<file path="src/mipsExPkg.sv">
`default_nettype none

package mipsExPkg;

    typedef logic [31:0] wordT;
    typedef logic [31:0] instrT;
    typedef logic [5:0] functT;
    typedef logic [5:0] opcodeT;
    typedef logic [4:0] shamtT;

    // primary opcodes
    localparam opcodeT opSpecial  = 6'b000000;
    localparam opcodeT opSpecial2 = 6'b011100;
    localparam opcodeT opAddi     = 6'b001000;
    localparam opcodeT opAddiu    = 6'b001001;
    localparam opcodeT opAndi     = 6'b001100;
    localparam opcodeT opOri      = 6'b001101;
    localparam opcodeT opXori     = 6'b001110;
    localparam opcodeT opSlti     = 6'b001010;

    // SPECIAL functs
    localparam functT fnSll   = 6'b000000;
    localparam functT fnSrl   = 6'b000010; // rotr when bit 21 set
    localparam functT fnSra   = 6'b000011;
    localparam functT fnSllv  = 6'b000100;
    localparam functT fnSrlv  = 6'b000110; // rotrv when bit 6 set
    localparam functT fnSrav  = 6'b000111;
    localparam functT fnMovz  = 6'b001010;
    localparam functT fnMovn  = 6'b001011;
    localparam functT fnMfhi  = 6'b010000;
    localparam functT fnMflo  = 6'b010010;
    localparam functT fnMult  = 6'b011000;
    localparam functT fnMultu = 6'b011001;
    localparam functT fnAdd   = 6'b100000;
    localparam functT fnAddu  = 6'b100001;
    localparam functT fnSub   = 6'b100010;
    localparam functT fnAnd   = 6'b100100;
    localparam functT fnOr    = 6'b100101;
    localparam functT fnXor   = 6'b100110;
    localparam functT fnNor   = 6'b100111;
    localparam functT fnSlt   = 6'b101010;
    localparam functT fnSltu  = 6'b101011;

    // SPECIAL2 functs
    localparam functT fnMadd = 6'b000000;
    localparam functT fnMul  = 6'b000010;
    localparam functT fnMsub = 6'b000100;

    typedef enum logic [2:0] {
        rType, addImm, special2, andImm, orImm, xorImm, sltImm
    } aluOpE;

    typedef enum logic [4:0] {
        aluAdd, aluSub, aluAnd, aluOr, aluXor, aluNor,
        aluSll, aluSrl, aluSra, aluRotr, aluSlt, aluSltu,
        aluMovn, aluMovz, aluMul, aluMult, aluMultu,
        aluMadd, aluMsub, aluMfhi, aluMflo
    } aluCtrlE;

    typedef struct packed {
        instrT instr;
        wordT  rs;
        wordT  rt;
    } exReqT;

    typedef struct packed {
        aluOpE aluOp;
        functT funct;
        shamtT shamt;
        wordT  imm;     // already extended
        wordT  rs;
        wordT  rt;
        logic  rBit6;
        logic  rBit21;
    } decodedT;

    typedef struct packed {
        wordT result;
        wordT hi;
        wordT lo;
    } exRespT;

endpackage

`default_nettype wire

</file>
<file path="src/exInput.sv">
`default_nettype none

module exInput (
    input  logic                clk,
    input  logic                rstN,
    input  logic                inValid,
    output logic                inReady,
    input  mipsExPkg::exReqT    inReq,
    input  logic                advance,
    output logic                stageValid,
    output mipsExPkg::decodedT  stage
);

    mipsExPkg::opcodeT  opcode;
    mipsExPkg::decodedT stageD;
    mipsExPkg::decodedT payloadQ;
    mipsExPkg::aluOpE   aluOpQ;
    logic               accept;

    assign opcode  = inReq.instr[31:26];
    assign inReady = !stageValid || advance;
    assign accept  = inValid && inReady;

    always_comb begin
        stageD.funct  = inReq.instr[5:0];
        stageD.shamt  = inReq.instr[10:6];
        stageD.rs     = inReq.rs;
        stageD.rt     = inReq.rt;
        stageD.rBit6  = inReq.instr[6];
        stageD.rBit21 = inReq.instr[21];
        stageD.imm    = {{16{inReq.instr[15]}}, inReq.instr[15:0]};
        case (opcode)
            mipsExPkg::opSpecial:  stageD.aluOp = mipsExPkg::rType;
            mipsExPkg::opSpecial2: stageD.aluOp = mipsExPkg::special2;
            mipsExPkg::opAddi,
            mipsExPkg::opAddiu:    stageD.aluOp = mipsExPkg::addImm;
            mipsExPkg::opSlti:     stageD.aluOp = mipsExPkg::sltImm;
            mipsExPkg::opAndi:     stageD.aluOp = mipsExPkg::andImm;
            mipsExPkg::opOri:      stageD.aluOp = mipsExPkg::orImm;
            mipsExPkg::opXori:     stageD.aluOp = mipsExPkg::xorImm;
            default:               stageD.aluOp = mipsExPkg::rType; // decoded by funct
        endcase
        // logical immediates are zero extended
        if (opcode == mipsExPkg::opAndi || opcode == mipsExPkg::opOri ||
            opcode == mipsExPkg::opXori) begin
            stageD.imm = {16'b0, inReq.instr[15:0]};
        end
    end

    // op class drops to a plain add while the stage is empty
    always_ff @(posedge clk) begin
        if (!rstN) begin
            stageValid <= 1'b0;
            aluOpQ     <= mipsExPkg::addImm;
        end else if (accept) begin
            stageValid <= 1'b1;
            aluOpQ     <= stageD.aluOp;
        end else if (advance) begin
            stageValid <= 1'b0;
            aluOpQ     <= mipsExPkg::addImm;
        end
    end

    always_ff @(posedge clk) begin
        if (accept) begin
            payloadQ <= stageD;
        end
    end

    always_comb begin
        stage       = payloadQ;
        stage.aluOp = aluOpQ;
    end

    assert property (@(posedge clk) disable iff (!rstN)
        inValid && !inReady |=> inValid && $stable(inReq))
        else $error("request changed while stalled");

endmodule

`default_nettype wire

</file>
<file path="config.mk">
export PLATFORM = sky130hd
export DESIGN_NAME = exInput
export DESIGN_NICKNAME = d
export VERILOG_FILES = /design/src/mipsExPkg.sv /design/src/exInput.sv
export SDC_FILE = /design/constraint.sdc
export NUM_CORES = 1
export LEC_CHECK = 0
export ABC_AREA = 1
export BUFFER_PORTS_ARGS = -buffer_cell sky130_fd_sc_hd__buf_4
export CAP_MARGIN = 10
export CORE_ASPECT_RATIO = 1.4
export CORE_MARGIN = 2
export CORE_UTILIZATION = 36
export CTS_CLUSTER_SIZE = 20
export DETAILED_ROUTE_END_ITERATION = 10
export PLACE_DENSITY = 0.75
export SYNTH_ARGS = -nofsm -noshare
export SYNTH_HDL_FRONTEND = slang
export SYNTH_SLANG_ARGS = --single-unit
export TNS_END_PERCENT = 5
</file>
<file path="constraint.sdc">
create_clock -name clk -period 3.1 [get_ports clk]
set_clock_uncertainty 0.05 [all_clocks]
set_input_delay 0.31 -clock clk [delete_from_list [all_inputs] [get_ports clk]]
set_output_delay 0.31 -clock clk [all_outputs]
set_load 0.02 [all_outputs]
</file>
# After elaboration in Yosys (flattened, before gate mapping)
# Memories as Yosys holds them, arrays and structs flattened.
# Index checks and enable logic that the tools add are counted.
dict set report op_classes {
  eq_ne 3
  muxes 5
  reduce_logical 6
}
# op n
set op_table {}
lappend op_table {{$eq A6 B4 Y1 const B} 3}
lappend op_table {{$mux W3} 3}
lappend op_table {{$logic_or A1 B1 Y1} 3}
lappend op_table {{$mux W1} 2}
lappend op_table {{$reduce_bool A2 Y1} 1}
lappend op_table {{$logic_and A1 B1 Y1} 1}
lappend op_table {{$logic_not A1 Y1} 1}
dict set report totals {
  mem_count 1
  elab_cells 25
  reg_bits 98
  input_bits 100
  mem_bits_ro 96
}
# memory words word_bits read_ports rd_ports_with_merged_regs wr line
set mem_list {}
lappend mem_list {{(name not given)} 32 3 1 0 0 exInput.sv:32} ;# case (opcode)

# Logic depth before layout (Yosys ltp)
dict set report depth {
  word_depth 4
  ltp_mapped 8
}

# Worst setup path before layout
# Ideal clock, no wire load.
dict set report synth_path {
  path_type {in2reg}
  startpoint {input port advance}
  endpoint {register aluOpQ[0]}
  setup_ns 0.117
  required_ns 2.933
  stages 5
  t_arrival_ns 3.250
  setup_slack_ns -0.317
  cell_sequence {inv_2 a21oi_2 o21ai_0 nand2_1 nand2_1}
}
dict set report synth_between {
  elab_chain_cells 3
  elab_cells_between_ends 4
  classes_between {mux (1); reduce/logical (3)}
}
# item line
set synth_lines {}
lappend synth_lines {{from (decl)} exInput.sv:9} ;# input logic advance,
lappend synth_lines {{$logic_or A1 B1 Y1 (*)} exInput.sv:21} ;# assign inReady = !stageValid || advance;
lappend synth_lines {{$logic_and A1 B1 Y1 (*)} exInput.sv:22} ;# assign accept = inValid && inReady;
lappend synth_lines {{named net accept} exInput.sv:18} ;# logic accept;
lappend synth_lines {{$mux W3 / $reduce_bool A2 Y1 (equally long branches)} --}
lappend synth_lines {{to (signal assigned)} exInput.sv:54} ;# aluOpQ <= mipsExPkg::addImm;
lappend synth_lines {{to (signal assigned)} exInput.sv:57} ;# aluOpQ <= stageD.aluOp;
lappend synth_lines {{to (signal assigned)} exInput.sv:60} ;# aluOpQ <= mipsExPkg::addImm;
lappend synth_lines {{to (decl)} exInput.sv:17} ;# mipsExPkg::aluOpE aluOpQ;
# Mark *: on every way through the listed nets, which the timed path passes. The rest lies on a longest branch.
# A chain may end at the register's enable or synchronous reset.

# Final worst setup path
dict set report layout_path {
  startpoint {register, netlist name stage[82]}
  endpoint {output port stage[97] (netlist bit)}
}
# item line
set layout_rtl {}
lappend layout_rtl {{to (decl)} exInput.sv:11} ;# output mipsExPkg::decodedT stage
# No word-level cell between the ends.

==> impl_metrics.ini <==
[run_status]
status = complete, no violations

[global_route]
grt_pass1_vias = 1864
antenna_found_initial = 0
grt_remaining_overflow = 0
grt_max_degree = 46
grt_pass1_wl_um = 9290
track_usage_pct = 14.3

[routing]
drt-total-wl_um = 6650
first_iter_violations = 73
antenna_left = 0
dr.pass1.iters = 4
vias = 1944
drc = 0
vias_per_cell = 4.20
routedWlPerCell_um = 14.4

[power]
power.total_uw = 2780
power.density_nw_per_um2 = 581
p_leak_uw = 0.00214
vdd_drop_max_uv = 380

[worst_setup_path]
cp_max_fo = 16
critPathRequiredTime_ps = 2740
cpMaxStageDelayCell = edfxtp_1
end_kind = primary output
critPathLaunchType = flop
crit_chain = buf_4
arrival_ps = 1160
crit_type = reg -> out
critPathBufInv = 1
critPathTopFamily = flip-flops
critical_path.max_stage_delay_ps = 610
crit_cells = 1
worstRegToRegCells = 2

[final_layout]
syn_to_final_growth_pct = 59.4
layout_commonest_cell = buf_4
num_antenna_cells = 0
drive_above_1_share_pct = 62.3
final_cell_mix = buf_4, edfxtp_1, nand2_1
final_nets = 459

[logic_synthesis]
ys_seq_area_share_pct = 84.8
syn_inst = 166
post-synth-top-area-cell = edfxtp_1
netlist.area_leader.share_pct = 82.1
syn_nets = 269
synthesis.area_um2 = 3000
ys_types = 15
synth_area_leaders = edfxtp_1, buf_4, dfxtp_1
yosysWarningCount = 0
synth-seq-cells = 86
syn_avg_cell_area_um2 = 18.1

[clock_network]
htreeDepth = 3
cts_num_sinks = 86
clock_latency_ps = 320
path_clk_slew_ps = 60
cts-root-buf = clkbuf_16
post-cts-setup-buffer-count = 0
numCtsBuffers = 9
postCtsHoldBufs = 0
cts_tree = done
clockBufferDepth = 2
cts_resized = 0

[place]
portBuffers = 204
place_congestion = 0.809
hpwlAfterDp_um = 5290

[floorplan]
design.core.area_um2 = 8150
fp.dieH_um = 112
num_rows = 39
start_util_pct = 36.8
ios = 214
die_width_um = 81.1
fp.dieArea_um2 = 9090

[worst_hold_path]
hold_depth = 2
hp-class = in -> reg

[sta]
hold_viol_final = 0
fin_crit_sh_pct = 49.2
worst_pin_slew_ps = 437
slew_viol_final = 0
rsz0062_at_grt = false
min_period_ps = 1520
setup_violations = 0
relSlewSlack_pct = 70.9
tns_ps = 0
fmax_ghz = 0.656

[job]
drv_cap = 0
## through the flow
stage / util (%) / setup slack, ps / area, µm² / hold WS (ps) / instances
after floorplan: - / 682 / 3010 / 329 / 166
after CTS: 58.7 / 1540 / 4780 / 88.5 / 463
after global routing: 58.7 / 1470 / 4780 / 86.7 / 463
after detailed placement: 55.1 / 1540 / 4490 / 439 / 447
after global placement: 55.1 / 1560 / 4490 / 423 / 447
final: 58.7 / 1580 / 4780 / 105 / 463
## cell type report
| class | count | area [µm²] |
|---|---|---|
| multi-input cells | 39 | 209 |
| clock inverters | 6 | 62.6 |
| fillers | 661 | 3370 |
| inverters | 14 | 52.6 |
| well taps | 102 | 128 |
| clock buffers | 10 | 229 |
| repair buffers | 206 | 1560 |
| flip-flops and latches | 86 | 2540 |
## synth_stat cells, drive strengths merged
library cell,instances
edfxtp,82
nor2,7
nand2,18
ha,3
buf,27
o21ai,2
inv,14
nand3,2
a21boi,1
a21oi,5
dfxtp,4
o21a,1
## final timing paths
path / endpoint / slack [ps] / from
max: stage[97] / 1580 / stage[82]$_SDFFCE_PP0P_
min: aluOpQ[0]$_SDFFE_PN1P_ / 110 / rstN
max reg2reg: stage[46]$_DFFE_PP_ / 1630 / stageValid$_SDFFE_PN0P_
min reg2reg: aluOpQ[2]$_SDFFE_PN0P_ / 450 / aluOpQ[2]$_SDFFE_PN0P_
## kinds of logic (layout without fill, tap and decap cells)
logic type      Yosys count  in the layout  share of synthesized area [%]
simple gates             27             27                           3.55
buf+inv                  41            236                           8.51
compound gates            9              9                           1.92
flops                    86             86                           84.8
fa+ha+maj                 3              3                           1.25
## sequential cells by signal, indices dropped and copies added, names as in the netlist
register / flops
aluOpQ: 3
stage: 82
stageValid: 1
## power breakdown
part / switching (µW) / internal, µW
sequential: 23.0 / 1350
combinational: 200 / 184
clock: 398 / 622
total: 621 / 2160
## layer usage
layer	part of all wire, %	GRT usage [%]	vias to the layer above
li1	-	-	939
met1	32	14.4	891
met2	57	25.8	112
met3	10	5.75	2
met4	0.44	5.08	0
met5	0	0	-
(Power assumes the default switching activity.)
