`src/mipsExPkg.sv`:
```
`default_nettype none

package mipsExPkg;

    typedef logic [31:0] wordT;
    typedef logic [31:0] instrT;
    typedef logic [5:0] functT;
    typedef logic [5:0] opcodeT;
    typedef logic [4:0] shamtT;

    // primary opcodes
    localparam opcodeT opSpecial  = 6'b000000;
    localparam opcodeT opSpecial2 = 6'b011100;
    localparam opcodeT opAddi     = 6'b001000;
    localparam opcodeT opAddiu    = 6'b001001;
    localparam opcodeT opAndi     = 6'b001100;
    localparam opcodeT opOri      = 6'b001101;
    localparam opcodeT opXori     = 6'b001110;
    localparam opcodeT opSlti     = 6'b001010;

    // SPECIAL functs
    localparam functT fnSll   = 6'b000000;
    localparam functT fnSrl   = 6'b000010; // rotr when bit 21 set
    localparam functT fnSra   = 6'b000011;
    localparam functT fnSllv  = 6'b000100;
    localparam functT fnSrlv  = 6'b000110; // rotrv when bit 6 set
    localparam functT fnSrav  = 6'b000111;
    localparam functT fnMovz  = 6'b001010;
    localparam functT fnMovn  = 6'b001011;
    localparam functT fnMfhi  = 6'b010000;
    localparam functT fnMflo  = 6'b010010;
    localparam functT fnMult  = 6'b011000;
    localparam functT fnMultu = 6'b011001;
    localparam functT fnAdd   = 6'b100000;
    localparam functT fnAddu  = 6'b100001;
    localparam functT fnSub   = 6'b100010;
    localparam functT fnAnd   = 6'b100100;
    localparam functT fnOr    = 6'b100101;
    localparam functT fnXor   = 6'b100110;
    localparam functT fnNor   = 6'b100111;
    localparam functT fnSlt   = 6'b101010;
    localparam functT fnSltu  = 6'b101011;

    // SPECIAL2 functs
    localparam functT fnMadd = 6'b000000;
    localparam functT fnMul  = 6'b000010;
    localparam functT fnMsub = 6'b000100;

    typedef enum logic [2:0] {
        rType, addImm, special2, andImm, orImm, xorImm, sltImm
    } aluOpE;

    typedef enum logic [4:0] {
        aluAdd, aluSub, aluAnd, aluOr, aluXor, aluNor,
        aluSll, aluSrl, aluSra, aluRotr, aluSlt, aluSltu,
        aluMovn, aluMovz, aluMul, aluMult, aluMultu,
        aluMadd, aluMsub, aluMfhi, aluMflo
    } aluCtrlE;

    typedef struct packed {
        instrT instr;
        wordT  rs;
        wordT  rt;
    } exReqT;

    typedef struct packed {
        aluOpE aluOp;
        functT funct;
        shamtT shamt;
        wordT  imm;     // already extended
        wordT  rs;
        wordT  rt;
        logic  rBit6;
        logic  rBit21;
    } decodedT;

    typedef struct packed {
        wordT result;
        wordT hi;
        wordT lo;
    } exRespT;

endpackage

`default_nettype wire

```
`src/aluCore.sv`:
```
`default_nettype none

module aluCore (
    input  mipsExPkg::decodedT stage,
    input  mipsExPkg::aluCtrlE ctrl,
    input  logic               useShamt,
    input  mipsExPkg::wordT    hi,
    input  mipsExPkg::wordT    lo,
    output mipsExPkg::wordT    result
);

    mipsExPkg::wordT  opA;
    mipsExPkg::wordT  opB;
    mipsExPkg::shamtT sa;
    mipsExPkg::wordT  prodLo;
    logic [63:0]      rotPair;

    assign opA = stage.rs;
    assign opB = (stage.aluOp == mipsExPkg::rType || stage.aluOp == mipsExPkg::special2) ?
                 stage.rt : stage.imm;
    assign sa  = useShamt ? stage.shamt : stage.rs[4:0];

    // low half of the product is the same for signed and unsigned
    assign prodLo  = stage.rs * stage.rt;
    assign rotPair = {stage.rt, stage.rt} >> sa;

    always_comb begin
        case (ctrl)
            mipsExPkg::aluAdd:   result = opA + opB;
            mipsExPkg::aluSub:   result = opA - opB;
            mipsExPkg::aluAnd:   result = opA & opB;
            mipsExPkg::aluOr:    result = opA | opB;
            mipsExPkg::aluXor:   result = opA ^ opB;
            mipsExPkg::aluNor:   result = ~(opA | opB);
            mipsExPkg::aluSll:   result = stage.rt << sa;
            mipsExPkg::aluSrl:   result = stage.rt >> sa;
            mipsExPkg::aluSra:   result = $signed(stage.rt) >>> sa;
            mipsExPkg::aluRotr:  result = rotPair[31:0];
            mipsExPkg::aluSlt:   result = {31'b0, $signed(opA) < $signed(opB)};
            mipsExPkg::aluSltu:  result = {31'b0, opA < opB};
            mipsExPkg::aluMovn:  result = (stage.rt != '0) ? stage.rs : stage.rt;
            mipsExPkg::aluMovz:  result = (stage.rt == '0) ? stage.rs : stage.rt;
            mipsExPkg::aluMul,
            mipsExPkg::aluMult,
            mipsExPkg::aluMultu: result = prodLo;
            // carries only move upward, so the new lo needs no hi
            mipsExPkg::aluMadd:  result = lo + prodLo;
            mipsExPkg::aluMsub:  result = lo - prodLo;
            mipsExPkg::aluMfhi:  result = hi;
            mipsExPkg::aluMflo:  result = lo;
            default:             result = opA + opB;
        endcase
    end

endmodule

`default_nettype wire

```
`config.mk`:
```
export PLATFORM = sky130hd
export DESIGN_NAME = aluCore
export DESIGN_NICKNAME = d
export VERILOG_FILES = /design/src/mipsExPkg.sv /design/src/aluCore.sv
export SDC_FILE = /design/constraint.sdc
export NUM_CORES = 2
export LEC_CHECK = 0
export ABC_AREA = 1
export BUFFER_PORTS_ARGS = -buffer_cell sky130_fd_sc_hd__buf_2
export CAP_MARGIN = 20
export CORE_ASPECT_RATIO = 1.4
export CORE_UTILIZATION = 54
export DETAILED_ROUTE_END_ITERATION = 10
export PLACE_DENSITY = 0.8
export SYNTH_ARGS = -nofsm -noshare
export SYNTH_HDL_FRONTEND = slang
export SYNTH_SLANG_ARGS = --single-unit
```
`constraint.sdc`:
```
create_clock -name vclk -period 10.1
set_input_delay 1.01 -clock vclk [all_inputs]
set_output_delay 1.01 -clock vclk [all_outputs]
set_load 0.005 [all_outputs]
```
==> results, run 1 <==
- The chip height is about 280 um.
- The Yosys warning count is 0.
- Detailed placement finished with a half-perimeter wire length of 133000 um.
- The stopping stage is 5_1_grt.
- The post-synthesis instance area is 30500 um2.
- Entering global routing, the biggest net connects 82 pins.
- The tool reported: "[ERROR GRT-0232] Routing congestion too high. Check the congestion heatmap in the GUI".
- The cell row count is between 100 and 150.
- The flow did not finish.
- The gate count of the mapped netlist is 4945.
- The average size of a mapped cell is ~6.2 um2.
- The number of buffer cells added on primary ports is 205.
- The number of placed I/O pins is between 200 and 250.
- The effective utilization at floorplan is 0.549.
- The number of instances in the placed design is around 6100.
- The netlist uses 64 different library cells.
- Across every metal layer, demand over resource in global routing totals 0.796.
- The sum of overflow across all layers after global routing is 209.
- The die boundary width is 203 um.
- Of the synthesized area, sequential elements account for 0.
- The placed instances occupy a cell area of approximately 35000 um2.
- At the end of routability-driven placement, the weighted congestion stood at between 1 and 1.5.
- The net count after synthesis is ~5800.
==> layer usage <==
metal,GRT overflow,GRT usage
met1,14,0.794
met2,103,0.944
met3,6,0.638
met4,85,0.820
met5,1,0.398
==> synthesized netlist by cell type (37+ instances only) <==
library cell     n  area share
a21oi_1        241       0.040
nor2_1         224       0.028
inv_1         1106        0.14
nor3_1          37      0.0061
o21ai_1         59      0.0097
fa_1           411        0.27
o22ai_1         38      0.0078
clkbuf_1       166       0.020
nand4_1         52       0.011
o21ai_0        355       0.058
buf_2           45      0.0074
nand2_1       1341        0.17
ha_1           251        0.10
xor2_1          60       0.017
buf_1           39      0.0048
nand3_1        158       0.026
==> cell families after synthesis <==
family	synth area share
buf+inv	0.173
mux	0.00591
simple gates	0.257
compound gates	0.167
xor+xnor	0.0244
fa+ha+maj	0.373
==> through the flow <==
step / setup TNS, ns / util / worst slack, ns
2_1_floorplan: 0 / - / 0.00556
3_3_place_gp: -7.08 / 0.628 / -0.925
3_5_place_dp: -10.32 / 0.628 / -1.14
4_1_cts: -2.63 / 0.647 / -0.370
==> what timing repair did <==
action	4_1_cts
setup buffers	30
pin swaps	92
hold buffers	0
setup endpoints to repair	18
gates resized for setup	218
==> run 2: changes to the inputs <==
--- a/config.mk
+++ b/config.mk
@@ -8,10 +8,9 @@
 export ABC_AREA = 1
 export BUFFER_PORTS_ARGS = -buffer_cell sky130_fd_sc_hd__buf_2
 export CAP_MARGIN = 20
-export CORE_ASPECT_RATIO = 1.4
-export CORE_UTILIZATION = 54
+export CORE_UTILIZATION = 39
 export DETAILED_ROUTE_END_ITERATION = 10
-export PLACE_DENSITY = 0.8
+export PLACE_DENSITY_LB_ADDON = 0.15
 export SYNTH_ARGS = -nofsm -noshare
 export SYNTH_HDL_FRONTEND = slang
 export SYNTH_SLANG_ARGS = --single-unit
==> constraint.sdc (replaced) <==
create_clock -name vclk -period 13.1
set_input_delay 1.31 -clock vclk [all_inputs]
set_output_delay 1.31 -clock vclk [all_outputs]
set_load 0.005 [all_outputs]
==> run 2 against run 1 <==
  * The flow now finishes without violations
  * Synthesized cell count stayed put
  * Area after synthesis stayed put
==> results, run 2 <==
- The die boundary width is 282 um (+39%).
- The first global-routing pass estimated around 220000 um of wire.
- In this run the worst path has a maximum fanout of 14.
- The core region is ~77000 um2.
- The chip height is 282 um (-0.55%).
- The die covers a little under 80000 um2.
- The post-synthesis instance area was 30500 um2 (unchanged).
- The effective utilization at floorplan is 0.394 (-0.155).
- The synthesis-to-finish area growth is 6.92%.
- Setup repair after global routing left no endpoint under its margin.
- The final-report hold violation count is 0.
- The family with the most delay on the worst path is adder cells.
- The number of antenna violations at the first check in global routing is 18.
- The largest net degree at the start of global routing is 82.
- The gate count of the mapped netlist is 4945 (unchanged).
- In the final layout, the share of cells above drive strength 1 is 0.0743.
- STA puts the critical path data arrival time at 11.24 ns.
- By area the synthesized netlist is led by fa_1, nand2_1, inv_1, ha_1, o21ai_0.
- The total area of sequential cells is 0 um2.
- The library cells used most frequently in the layout, excluding fill and tap cells, are nand2_1, inv_1, fa_1, o21ai_0, ha_1.
- The fraction of the yosys area taken by sequential cells is 0 (unchanged).
- Setup violations remaining at the end of the flow were counted as 0.
- The global-route usage over all layers is 0.377.
- The min-delay analysis places its worst path in the category in -> out.
- The number of clock buffer instances in the layout is 0.
- For this block, the initial DRC count from the detailed router was 3168.
- The final-report max-slew violation count is 0.
- The via density per instance is roughly 5.5.
- In this run the most critical hold path is launched from hi[6].
- The top-area cell type share of the netlist area came to 0.270 (unchanged).
- The average size of a mapped cell is 6.17 um2 (unchanged).
- The post-CTS setup buffer count is 0 (-100%).
- After detailed routing, the number of remaining DRC violations is 0.
- The post-placement cell area is 32600 um2 (-6.6%).
- The most frequent cell after synthesis is nand2_1.
- The cell at the slowest stage of the critical path is nor4_1.
- The number of placed I/O pins came to 214 (unchanged).
- The layout net count is just under 6000.
- The measured slew at the worst slew-check pin is between 1 and 1.5 ns.
- The data required time of the worst path is about 12 ns.
- Sequential cells placed in the final layout were counted as 0.
- Summing over every cut layer, the via total after detailed routing is 33200.
- The post-cts sizing count is 0 (-100%).
- The worst path in the final design needs a cycle of 12.55 ns, including I/O delays and setup.
- The cell row count is 102 (unchanged).
- The HPWL reported at the end of detailed placement is 126000 um (-5.2%).
- The maximum cell stage delay along the critical path is about 0.62 ns.
- The detail route stage leaves a number of antenna-violating nets equal to 0.
- In the finished design, the share of the clock period the worst path needs comes to 0.958.
- The weighted congestion at the end of routability-driven global placement is 1.05 (-9.1%).
- Across the run, the number of max-cap violations was 0.
- For this run, the detailed router's first-pass iteration total came to 5.
- The number of distinct library cells after synthesis is 64 (unchanged).
- The dominant cell type by count on the critical path is fa_1.
- The maximum frequency from static timing analysis is about 80 MHz.
- The number of buffer cells added on primary ports is 205 (unchanged).
- After global routing the overflow that remains totals 0.
- The via count of the first global-routing pass came to 32000.
- The Yosys warning count came to 0 (unchanged).
- The total buffers and inverters traversed by the critical path is 8.
- The critical path launch point type is an input port.
- The net count after synthesis is 5789 (unchanged).
- The multi-input combinational cells in the finished layout cover a total of ~25000 um2.
- The hold path endpoint is result[6].
- The tightest hold path in the finished design has a slack of roughly 3.2 ns.
- The worst setup path is captured at a primary output.
- The final-layout fill cell count is around 8700.
- Counting instances in the post-synthesis netlist gives the leading cell types as nand2_1, inv_1, fa_1, o21ai_0, ha_1.
- The number of buffers inserted for hold repair after clock tree synthesis is 0 (unchanged).
- The hold-critical path depth is 6.
- The run finished with clean final reports.
- Dividing the detail-routed wire length by the instance count gives 24.9 um.
- In this run the tightest slew margin relative to its limit is 0.129.
- The library cell with the largest summed area after synthesis is fa_1.
- The setup path with the least slack is of type in -> out.
- For this block, the routed nets add up to about 150000 um of wire.
- The final standard cell area without fillers is ~33000 um2.
- Setup total negative slack on the finished layout was measured at 0 ns.
- Leaving out fill and tap cells, the most frequent cell in the layout is nand2_1.
run 2: how the worst max path moves through the flow:
| stage | slack [ns] | to | depth (start not counted) | start |
|---|---|---|---|---|
| final | 0.55 | result[27] | 36 | stage[43] |
| after global routing | 0.14 | result[28] | 42 | stage[7] |
| after CTS | 0.69 | result[27] | 36 | stage[43] |
| after detailed placement | 0.74 | result[27] | 37 | stage[43] |
| after global placement | 0.79 | result[27] | 37 | stage[43] |
| after floorplan | 2.33 | result[31] | 47 | stage[5] |
run 2: cell type report:
| cell class | instances | share of cell area |
|---|---|---|
| inverter | 1125 | 0.130 |
| timing repair buffer | 301 | 0.0540 |
| multi-input combinational | 3565 | 0.776 |
| tap | 1040 | 0.0399 |
| antenna | 9 | 0.000691 |
run 2: logic make-up (layout without fill, tap and decap cells):
kind of cell	after synthesis	in the layout	share of synthesized area
buffers and inverters	1380	1426	0.173
AOI/OAI and AO/OA	893	893	0.167
other	0	9	0
adders and majority gates	662	662	0.373
xor gates and xnor gates	84	84	0.0244
muxes	18	18	0.00591
and+or+nand+nor	1908	1908	0.257
run 2: metal layers:
| metal | routed length, um | vias to the layer above | part of all wire | track usage |
|---|---|---|---|---|
| met2 | 66200 | 1402 | 0.44 | 0.599 |
| li1 | - | 15400 | - | - |
| met4 | 10100 | 8 | 0.067 | 0.202 |
| met1 | 63000 | 16100 | 0.42 | 0.498 |
| met3 | 11200 | 306 | 0.075 | 0.0471 |
| met5 | 50 | - | 0.00033 | 0 |
run 2: metrics by stage:
| step | setup WS (ns) | util | cells |
|---|---|---|---|
| 6_report | 0.553 | 0.421 | 6040 |
| 5_1_grt | 0.141 | 0.421 | 6033 |
| 4_1_cts | 0.690 | 0.421 | 6031 |
| 3_5_place_dp | 0.740 | 0.421 | 6031 |
| 3_3_place_gp | 0.790 | 0.421 | 6031 |
| 2_1_floorplan | 2.33 | - | 4945 |
run 2: worst min-delay path: stages:
cell and delay, ns:
buf_2 0.09, a211oi_1 0.06, o2111ai_1 0.16, nor4_1 0.09
nand2_1 0.07, buf_2 0.10
Power of run 2 is not shown: default switching activity piles up to over one toggle a cycle in this logic, so the estimate is an artifact.
