--- src/mipsExPkg.sv ---
`default_nettype none

package mipsExPkg;

    typedef logic [31:0] wordT;
    typedef logic [31:0] instrT;
    typedef logic [5:0] functT;
    typedef logic [5:0] opcodeT;
    typedef logic [4:0] shamtT;

    // primary opcodes
    localparam opcodeT opSpecial  = 6'b000000;
    localparam opcodeT opSpecial2 = 6'b011100;
    localparam opcodeT opAddi     = 6'b001000;
    localparam opcodeT opAddiu    = 6'b001001;
    localparam opcodeT opAndi     = 6'b001100;
    localparam opcodeT opOri      = 6'b001101;
    localparam opcodeT opXori     = 6'b001110;
    localparam opcodeT opSlti     = 6'b001010;

    // SPECIAL functs
    localparam functT fnSll   = 6'b000000;
    localparam functT fnSrl   = 6'b000010; // rotr when bit 21 set
    localparam functT fnSra   = 6'b000011;
    localparam functT fnSllv  = 6'b000100;
    localparam functT fnSrlv  = 6'b000110; // rotrv when bit 6 set
    localparam functT fnSrav  = 6'b000111;
    localparam functT fnMovz  = 6'b001010;
    localparam functT fnMovn  = 6'b001011;
    localparam functT fnMfhi  = 6'b010000;
    localparam functT fnMflo  = 6'b010010;
    localparam functT fnMult  = 6'b011000;
    localparam functT fnMultu = 6'b011001;
    localparam functT fnAdd   = 6'b100000;
    localparam functT fnAddu  = 6'b100001;
    localparam functT fnSub   = 6'b100010;
    localparam functT fnAnd   = 6'b100100;
    localparam functT fnOr    = 6'b100101;
    localparam functT fnXor   = 6'b100110;
    localparam functT fnNor   = 6'b100111;
    localparam functT fnSlt   = 6'b101010;
    localparam functT fnSltu  = 6'b101011;

    // SPECIAL2 functs
    localparam functT fnMadd = 6'b000000;
    localparam functT fnMul  = 6'b000010;
    localparam functT fnMsub = 6'b000100;

    typedef enum logic [2:0] {
        rType, addImm, special2, andImm, orImm, xorImm, sltImm
    } aluOpE;

    typedef enum logic [4:0] {
        aluAdd, aluSub, aluAnd, aluOr, aluXor, aluNor,
        aluSll, aluSrl, aluSra, aluRotr, aluSlt, aluSltu,
        aluMovn, aluMovz, aluMul, aluMult, aluMultu,
        aluMadd, aluMsub, aluMfhi, aluMflo
    } aluCtrlE;

    typedef struct packed {
        instrT instr;
        wordT  rs;
        wordT  rt;
    } exReqT;

    typedef struct packed {
        aluOpE aluOp;
        functT funct;
        shamtT shamt;
        wordT  imm;     // already extended
        wordT  rs;
        wordT  rt;
        logic  rBit6;
        logic  rBit21;
    } decodedT;

    typedef struct packed {
        wordT result;
        wordT hi;
        wordT lo;
    } exRespT;

endpackage

`default_nettype wire

--- src/exOutput.sv ---
`default_nettype none

module exOutput (
    input  logic              clk,
    input  logic              rstN,
    input  logic              stageValid,
    input  mipsExPkg::exRespT resp,
    output logic              canAccept,
    output logic              outValid,
    input  logic              outReady,
    output mipsExPkg::exRespT outResp
);

    assign canAccept = !outValid || outReady; // empty or draining

    always_ff @(posedge clk) begin
        if (!rstN) begin
            outValid <= 1'b0;
        end else if (canAccept) begin
            outValid <= stageValid;
        end
    end

    always_ff @(posedge clk) begin
        if (canAccept && stageValid) begin
            outResp <= resp;
        end
    end

    assert property (@(posedge clk) disable iff (!rstN)
        outValid && !outReady |=> outValid && $stable(outResp))
        else $error("response dropped or changed under back-pressure");

endmodule

`default_nettype wire

--- config.mk ---
export PLATFORM = sky130hd
export DESIGN_NAME = exOutput
export DESIGN_NICKNAME = d
export VERILOG_FILES = /design/src/mipsExPkg.sv /design/src/exOutput.sv
export SDC_FILE = /design/constraint.sdc
export NUM_CORES = 1
export LEC_CHECK = 0
export ABC_AREA = 0
export BUFFER_PORTS_ARGS = -buffer_cell sky130_fd_sc_hd__buf_2
export CORE_ASPECT_RATIO = 2
export CORE_MARGIN = 2
export CORE_UTILIZATION = 44
export CTS_BUF_LIST = sky130_fd_sc_hd__clkbuf_16
export DETAILED_ROUTE_END_ITERATION = 6
export PLACE_DENSITY = 0.84
export SYNTH_ARGS = -nofsm -noshare
export SYNTH_HDL_FRONTEND = slang
export SYNTH_SLANG_ARGS = --single-unit
export TNS_END_PERCENT = 100
--- constraint.sdc ---
create_clock -name clk -period 2.4 [get_ports clk]
set_input_delay 0.12 -clock clk [delete_from_list [all_inputs] [get_ports clk]]
set_output_delay 0.12 -clock clk [all_outputs]
set_load 0.1 [all_outputs]
==> Word-level counts from Yosys, hierarchy flattened <==
Cells that the tools add are included.
{ "totals": {"regBits": 97, "latch_bits": 0, "mem_bits_rw": 0, "rom_bits": 0, "in_bits": 100, "output_inout_bits": 98, "wordCells": 7, "n_memories": 0} }
{ "op_classes": {"addsub": 0, "mul": 0, "div": 0, "n_lt_le_gt_ge": 0, "n_eq_ne": 0, "shifts": 0, "mux": 0, "bitwise_logic": 0, "reduce_logical": 3} }
{ "op_table": {"columns": ["operator", "count"], "rows": [
  ["1-bit logical AND", 1],
  ["1-bit logical NOT", 1],
  ["1-bit logical OR", 1]
]} }

==> Longest topological paths before layout <==
Gate-level depths: netlist of run 1.
{ "logic_depth": {"ltp_word": 3, "depth_mapped": 2, "depth_no_buf": 2} }

==> Worst setup path after synthesis of run 1 <==
OpenSTA, ideal clock, no wires.
{ "synth_path": {"kind": "reg-to-reg", "from": "register outValid", "to": "register outResp[0] (netlist bit), enable pin", "setup_time_ns": 0.388, "arrival_ns": 1.940, "required_time_ns": 2.012, "path_slack_ns": 0.072, "stages_incl_launch_ff": 3, "path_buffers": 0, "period_less_slack_ns": 2.328, "cell_sequence": "dfxtp_1 > nand2b_4 > and2_4"} }
{ "synth_between": {"elab_chain_len": 3} }
{ "synth_rtl": {"columns": ["element", "line_no", "text"], "rows": [
  ["start, declared", "exOutput.sv:9", "output logic outValid,"],
  ["start signal, assigned", "exOutput.sv:20", "outValid <= stageValid;"],
  ["1-bit logical NOT", "exOutput.sv:14", "assign canAccept = !outValid || outReady;"],
  ["1-bit logical OR", "exOutput.sv:14", null],
  ["net canAccept", "exOutput.sv:8", "output logic canAccept,"],
  ["1-bit logical AND", "exOutput.sv:25", "if (canAccept && stageValid) begin"],
  ["end signal, assigned", "exOutput.sv:26", "outResp <= resp;"],
  ["end, declared", "exOutput.sv:11", "output mipsExPkg::exRespT outResp"]
]} }
The timed path passes the listed nets, and every way through them passes these cells.
A chain may end at the register's enable or synchronous reset.

==> Worst setup path in the final report of run 1 <==
{ "layout_path": {"from": "register outValid", "to": "register outResp[21] (netlist bit), enable pin"} }
{ "layout_between": {"elab_chain_len": 3} }
{ "layout_rtl": {"columns": ["element", "line_no"], "rows": [
  ["1-bit logical NOT", "exOutput.sv:14"],
  ["1-bit logical OR", "exOutput.sv:14"],
  ["1-bit logical AND", "exOutput.sv:25"]
]} }
No other way between the ends.

==> results.toml, run 1 <==
[clock_network]
clkLatencyLatePin_ps = 330
cts_max_level = 3
cts-buffers-inserted = 9
clkTransAtPathRegs_ps = 60
cts-root-buf = "clkbuf_16"
cts_max_path_buffers = 2
tritoncts = "yes"
clock_sinks = 97

[synthesis]
ys_seq_area_frac = 0.9872
syn_area_mm2 = 0.002940
synth.net_count = 201
ys_warn_count = 0
synth_seq_cells = 97
yosysUniqueCellTypes = 6
synth_cells = 101
syn_area_per_cell_um2 = 29.11

[power_and_ir_drop]
leakagePower_nw = 2.291
powerDensity_mw_per_mm2 = 828.9
finalPower_w = 0.004405
ir_drop_mv = 0.9193

[timing]
skew_ps = 3.267
relSlewSlack = 0.6559
rsz0062_at_grt = "false"
final.min_clock_period_ps = 1575
drv_slew = 0
clock.fmax_mhz = 634.8
finalSetupTns_ps = 0
setup_viol = 0
hold_ws_ps = 48.12
fin_crit_sh = 0.6564
hold_viol = 0
tightest_slew_ps = 519.8

[critical_path]
cp.required_ps = 2410
r2r_cells = 3
cpPeakStageDelay_ps = 480
crit_family = "simple AND/OR/NAND/NOR gates"
cp.depth = 3
start_kind = "flip-flop"
endpoint_kind = "flip-flop"
cp.arrival_ps = 1590
cp_num_buf_inv = 1
r2r-end = "outResp[21]$_DFFE_PP_"
crit_type = "flip-flop to flip-flop"
crit_chain = "nand2b_4 > and2_4 > buf_4"
path_max_fanout = 39
r2r_slack_ps = 820
r2r_start = "outValid$_SDFFE_PN0P_"
crit_slowest_cell = "and2_4"

[routing]
top_layer_used = "met4"
met2_length_um = 5076
dr.pass1.iters = 4
drcViolationCount = 0
met1_length_um = 2696
wl_met3_um = 470
routed_wl_um = 8605
detail-route-antenna-nets = 0
drt-wirelength-per-cell_um = 17.18
viasPerCell = 4.473
vias = 2241
drtIter0Drc = 100

[global_route]
grt_usage = 0.2383
grt_pass1_wl_um = 12120
grt_max_degree = 42
antenna_found_initial = 1
grt_pass1_vias = 2533
grt_overflow = 0

[placed_design]
port_buffers = 197
post-dp-hpwl_um = 4817
placed_area_mm2 = 0.004064
place.gp.congestion = 0.6746

[die]
core_mm2 = 0.006569
num_rows = 42
initial_utilization = 0.4476
die_y_um = 119.6
pin_count = 198
dieWidth_um = 61.81
dieArea_mm2 = 0.007392

[hold_path]
hold_class = "input port to flip-flop"
holdPathStages = 2
worstHoldStart = "rstN"
holdPathEnd = "outValid$_SDFFE_PN0P_"

[cells_and_area]
nets = 507
fin_util = 0.8090
drive_above_1_share = 0.5243
syn2layout_area_growth_pct = 80.72
final_area_mm2 = 0.005314

[outcome]
status = "finished, final reports clean"

[run]
drv_cap = 0
[Yosys cell counts]
cell	n	area share
and2_4	1	0.0030
nand2b_4	1	0.0047
inv_1	1	0.0013
a21boi_2	1	0.0038
edfxtp_1	96	0.98
dfxtp_1	1	0.0068
[worst max-delay path by stage]
| stage | start | end | slack (ps) |
|---|---|---|---|
| after floorplan | outValid$_SDFFE_PN0P_ | outResp[0]$_DFFE_PP_ | 70 |
| after global routing | outValid$_SDFFE_PN0P_ | outResp[21]$_DFFE_PP_ | 740 |
| final | outValid$_SDFFE_PN0P_ | outResp[21]$_DFFE_PP_ | 820 |
| after global placement | outValid$_SDFFE_PN0P_ | outResp[45]$_DFFE_PP_ | 890 |
| after CTS | outValid$_SDFFE_PN0P_ | outResp[21]$_DFFE_PP_ | 810 |
| after detailed placement | outValid$_SDFFE_PN0P_ | outResp[26]$_DFFE_PP_ | 820 |
[layout by cell type (no fill, tap or decap)]
master         instances
buf_2                197
bufinv_16              1
a21boi_2               1
inv_1                  1
dfxtp_1                1
diode_2                1
buf_4                  1
edfxtp_1              96
dlygate4sd3_1         96
clkbuf_16              9
and2_4                 1
clkinv_4               1
clkinv_2               3
clkinv_1               2
buf_12                 1
nand2b_4               1
[cell families after synthesis]
group | synth area share
AOI/OAI and AO/OA | 0.003830
buffers and inverters | 0.001275
DFF | 0.9872
and+or+nand+nor | 0.007659
[power breakdown]
part	internal (W)	total (W)	switching (W)
logic	0.000227	0.00105	0.000825
registers	0.00198	0.00201	0.0000275
clock network	0.000795	0.00134	0.000548
[sequential cells by signal, summed over array words and instances (netlist names)]
name and flops:
outResp 96, outValid 1
[stage by stage]
| stage | setup slack [ps] | instances |
|---|---|---|
| floorplan | 72.02 | 101 |
| global route | 737.3 | 501 |
| detailed placement | 824.4 | 388 |
| global placement | 889.0 | 388 |
| finish | 824.6 | 501 |
| CTS | 812.6 | 500 |
[metal layers]
metal,track usage,vias up
met2,0.4408,118
met1,0.2206,1075
met5,0,-
met4,0.1223,0
met3,0.05603,26
li1,-,1022
[final cells by class]
cell class	instances	area, µm²
multi-input combinational	3	33.78
clock inverter	7	61.31
fill	315	1255
antenna	1	2.502
sequential	97	2903
clock buffer	9	225.2
tap	88	110.1
inverter	1	3.754
timing repair buffer	295	1974
[repair_timing]
action | CTS | global route
setup buffers | 0 | 0
hold buffers | 96 | 0
hold endpoints to repair | 96 | 0
gates resized for setup | 0 | 0
Power figures use the tool's default switching activity.
==> run 2: changes to the inputs <==
--- a/config.mk
+++ b/config.mk
@@ -9,10 +9,10 @@
 export BUFFER_PORTS_ARGS = -buffer_cell sky130_fd_sc_hd__buf_2
 export CORE_ASPECT_RATIO = 2
 export CORE_MARGIN = 2
-export CORE_UTILIZATION = 44
+export CORE_UTILIZATION = 37
 export CTS_BUF_LIST = sky130_fd_sc_hd__clkbuf_16
 export DETAILED_ROUTE_END_ITERATION = 6
-export PLACE_DENSITY = 0.84
+export PLACE_DENSITY = 0.75
 export SYNTH_ARGS = -nofsm -noshare
 export SYNTH_HDL_FRONTEND = slang
 export SYNTH_SLANG_ARGS = --single-unit
==> constraint.sdc (replaced) <==
create_clock -name clk -period 1.3 [get_ports clk]
set_input_delay 0.065 -clock clk [delete_from_list [all_inputs] [get_ports clk]]
set_output_delay 0.065 -clock clk [all_outputs]
set_load 0.1 [all_outputs]
==> run 2 against run 1 <==
Power increased by 84%. Critical path depth decreased by 1. Clock skew increased by 4.9 ps. Cell area increased by 0.94%. Sequential share of layout area decreased by 0.44 points. Flip-flop and latch count unchanged. Hold slack improved by 240 ps. Non-clock buffer count increased by 4. Combinational power increased by 86%. Die area increased by 18%. Count of clock-buffer cells in the layout unchanged. Wire length decreased by 8.8%. Largest cell class unchanged.
==> results.toml, run 2 (same netlist as run 1, synthesis figures left out) <==
[timing]
skew_ps = 8.121
final.min_clock_period_ps = 1250
rsz0062_at_grt = "false"
hold_ws_ps = 284.2
tightest_slew_ps = 519.2
hold_viol = 0
relSlewSlack = 0.6562
finalSetupTns_ps = 0
drv_slew = 0
setup_viol = 0
fin_crit_sh = 0.9616
clock.fmax_mhz = 799.9

[hold_path]
worstHoldStart = "stageValid"
holdPathStages = 3
holdPathEnd = "outResp[59]$_DFFE_PP_"
hold_class = "input port to flip-flop"

[critical_path]
endpoint_kind = "output pin"
cp.arrival_ps = 1190
r2r_cells = 3
cp.required_ps = 1240
path_max_fanout = 3
cp-startpoint = "outValid$_SDFFE_PN0P_"
start_kind = "flip-flop"
r2r_slack_ps = 130
r2r-end = "outResp[1]$_DFFE_PP_"
r2r_start = "outValid$_SDFFE_PN0P_"
crit_type = "flip-flop to output pin"

[global_route]
grt_busiest_layer = "met2"
grt_use_met2 = 0.3058
grt_max_degree = 42
met3_usage = 0.07500
grt_pass1_wl_um = 11010
grt_usage = 0.1815
grt_util_met1 = 0.1888
grt_overflow = 0
grt_pass1_vias = 2323
antenna_found_initial = 0

[die]
initial_utilization = 0.3756
dieWidth_um = 67.04
core_mm2 = 0.007828
die_y_um = 130.1
pin_count = 198
num_rows = 46
dieArea_mm2 = 0.008719

[clock_network]
post-cts-setup-buffers = 0
clock_sinks = 97
cts-buffers-inserted = 9
cts-root-buf = "clkbuf_16"
clkLatencyLatePin_ps = 330
cts_max_level = 3
cts_max_path_buffers = 2
hold_buffers = 98
tritoncts = "yes"
ctsResizeCount = 0
clkTransAtPathRegs_ps = 60

[placed_design]
placed_area_mm2 = 0.004105
place.gp.congestion = 0.7193
port_buffers = 197
post-dp-hpwl_um = 4976

[routing]
vias = 2186
drt-wirelength-per-cell_um = 15.35
viasPerCell = 4.278
drtIter0Drc = 120
detail-route-antenna-nets = 0
dr.pass1.iters = 4
routed_wl_um = 7844
drcViolationCount = 0

[cells_and_area]
nFillCells = 527
fin_util = 0.6853
regMostFlops = "outResp"
n_antenna_cell = 0
nets = 511
final_area_mm2 = 0.005364
mostFrequentLayoutCells = "buf_2, dlygate4sd3_1, edfxtp_1"
syn2layout_area_growth_pct = 82.43
largestRegisters = "outResp: 96 flops, outValid: 1 flops"
drive_above_1_share = 0.5253
largest_register_ffs = 96
final_common_cell = "buf_2"

[power_and_ir_drop]
ir_drop_mv = 0.9602
finalPower_w = 0.008092
powerDensity_mw_per_mm2 = 1509
leakagePower_nw = 2.319

[outcome]
status = "finished, final reports clean"

[run]
drv_cap = 0
==> run 2: cell count changes in the layout (fill, tap and decap cells not counted), sizes merged <==
cell         before  now
buf             199  201
clkinv            6    3
dlygate4sd3      96   98
diode             1    0
inv               1    3
==> run 2: layout make-up <==
type	count	area, µm²	area share
inverter	1	3.754	0.0006998
clock buffer	9	225.2	0.04199
multi-input combinational	3	33.78	0.006298
tap	96	120.1	0.02239
clock inverter	6	52.55	0.009797
timing repair buffer	299	2022	0.3770
sequential	97	2907	0.5419
==> run 2: per-stage QoR <==
stage | setup WS, ps | instances
global placement | 163.6 | 398
floorplan | -668.6 | 101
CTS | 47.01 | 511
global route | 27.52 | 511
finish | 49.86 | 511
detailed placement | 147.0 | 398
==> run 2: worst max path at each step <==
stage               depth (start not counted)  slack [ps]                     to
floorplan                                   2        -670   outResp[0]$_DFFE_PP_
global placement                            3         160  outResp[55]$_DFFE_PP_
detailed placement                          3         150  outResp[55]$_DFFE_PP_
CTS                                         2          50              canAccept
global route                                2          30              canAccept
finish                                      2          50              canAccept
==> run 2: critical path, stage by stage (launching register included) <==
cell,delay [ps]
dfxtp_4,350
nand2b_4,80
buf_2,430
==> run 2: power by group <==
| part | internal (W) | switching (W) |
|---|---|---|
| Clock | 0.00145 | 0.000985 |
| Sequential | 0.00366 | 0.0000494 |
| Combinational | 0.000435 | 0.00151 |
| Total | 0.00554 | 0.00255 |
==> run 2: routing by layer <==
metal | part of all wire | up-vias | wire, µm
met3 | 0.14 | 10 | 1059
li1 | - | 1026 | -
met5 | 0 | - | 0
met2 | 0.48 | 184 | 3776
met4 | 0.018 | 0 | 142
met1 | 0.37 | 966 | 2865
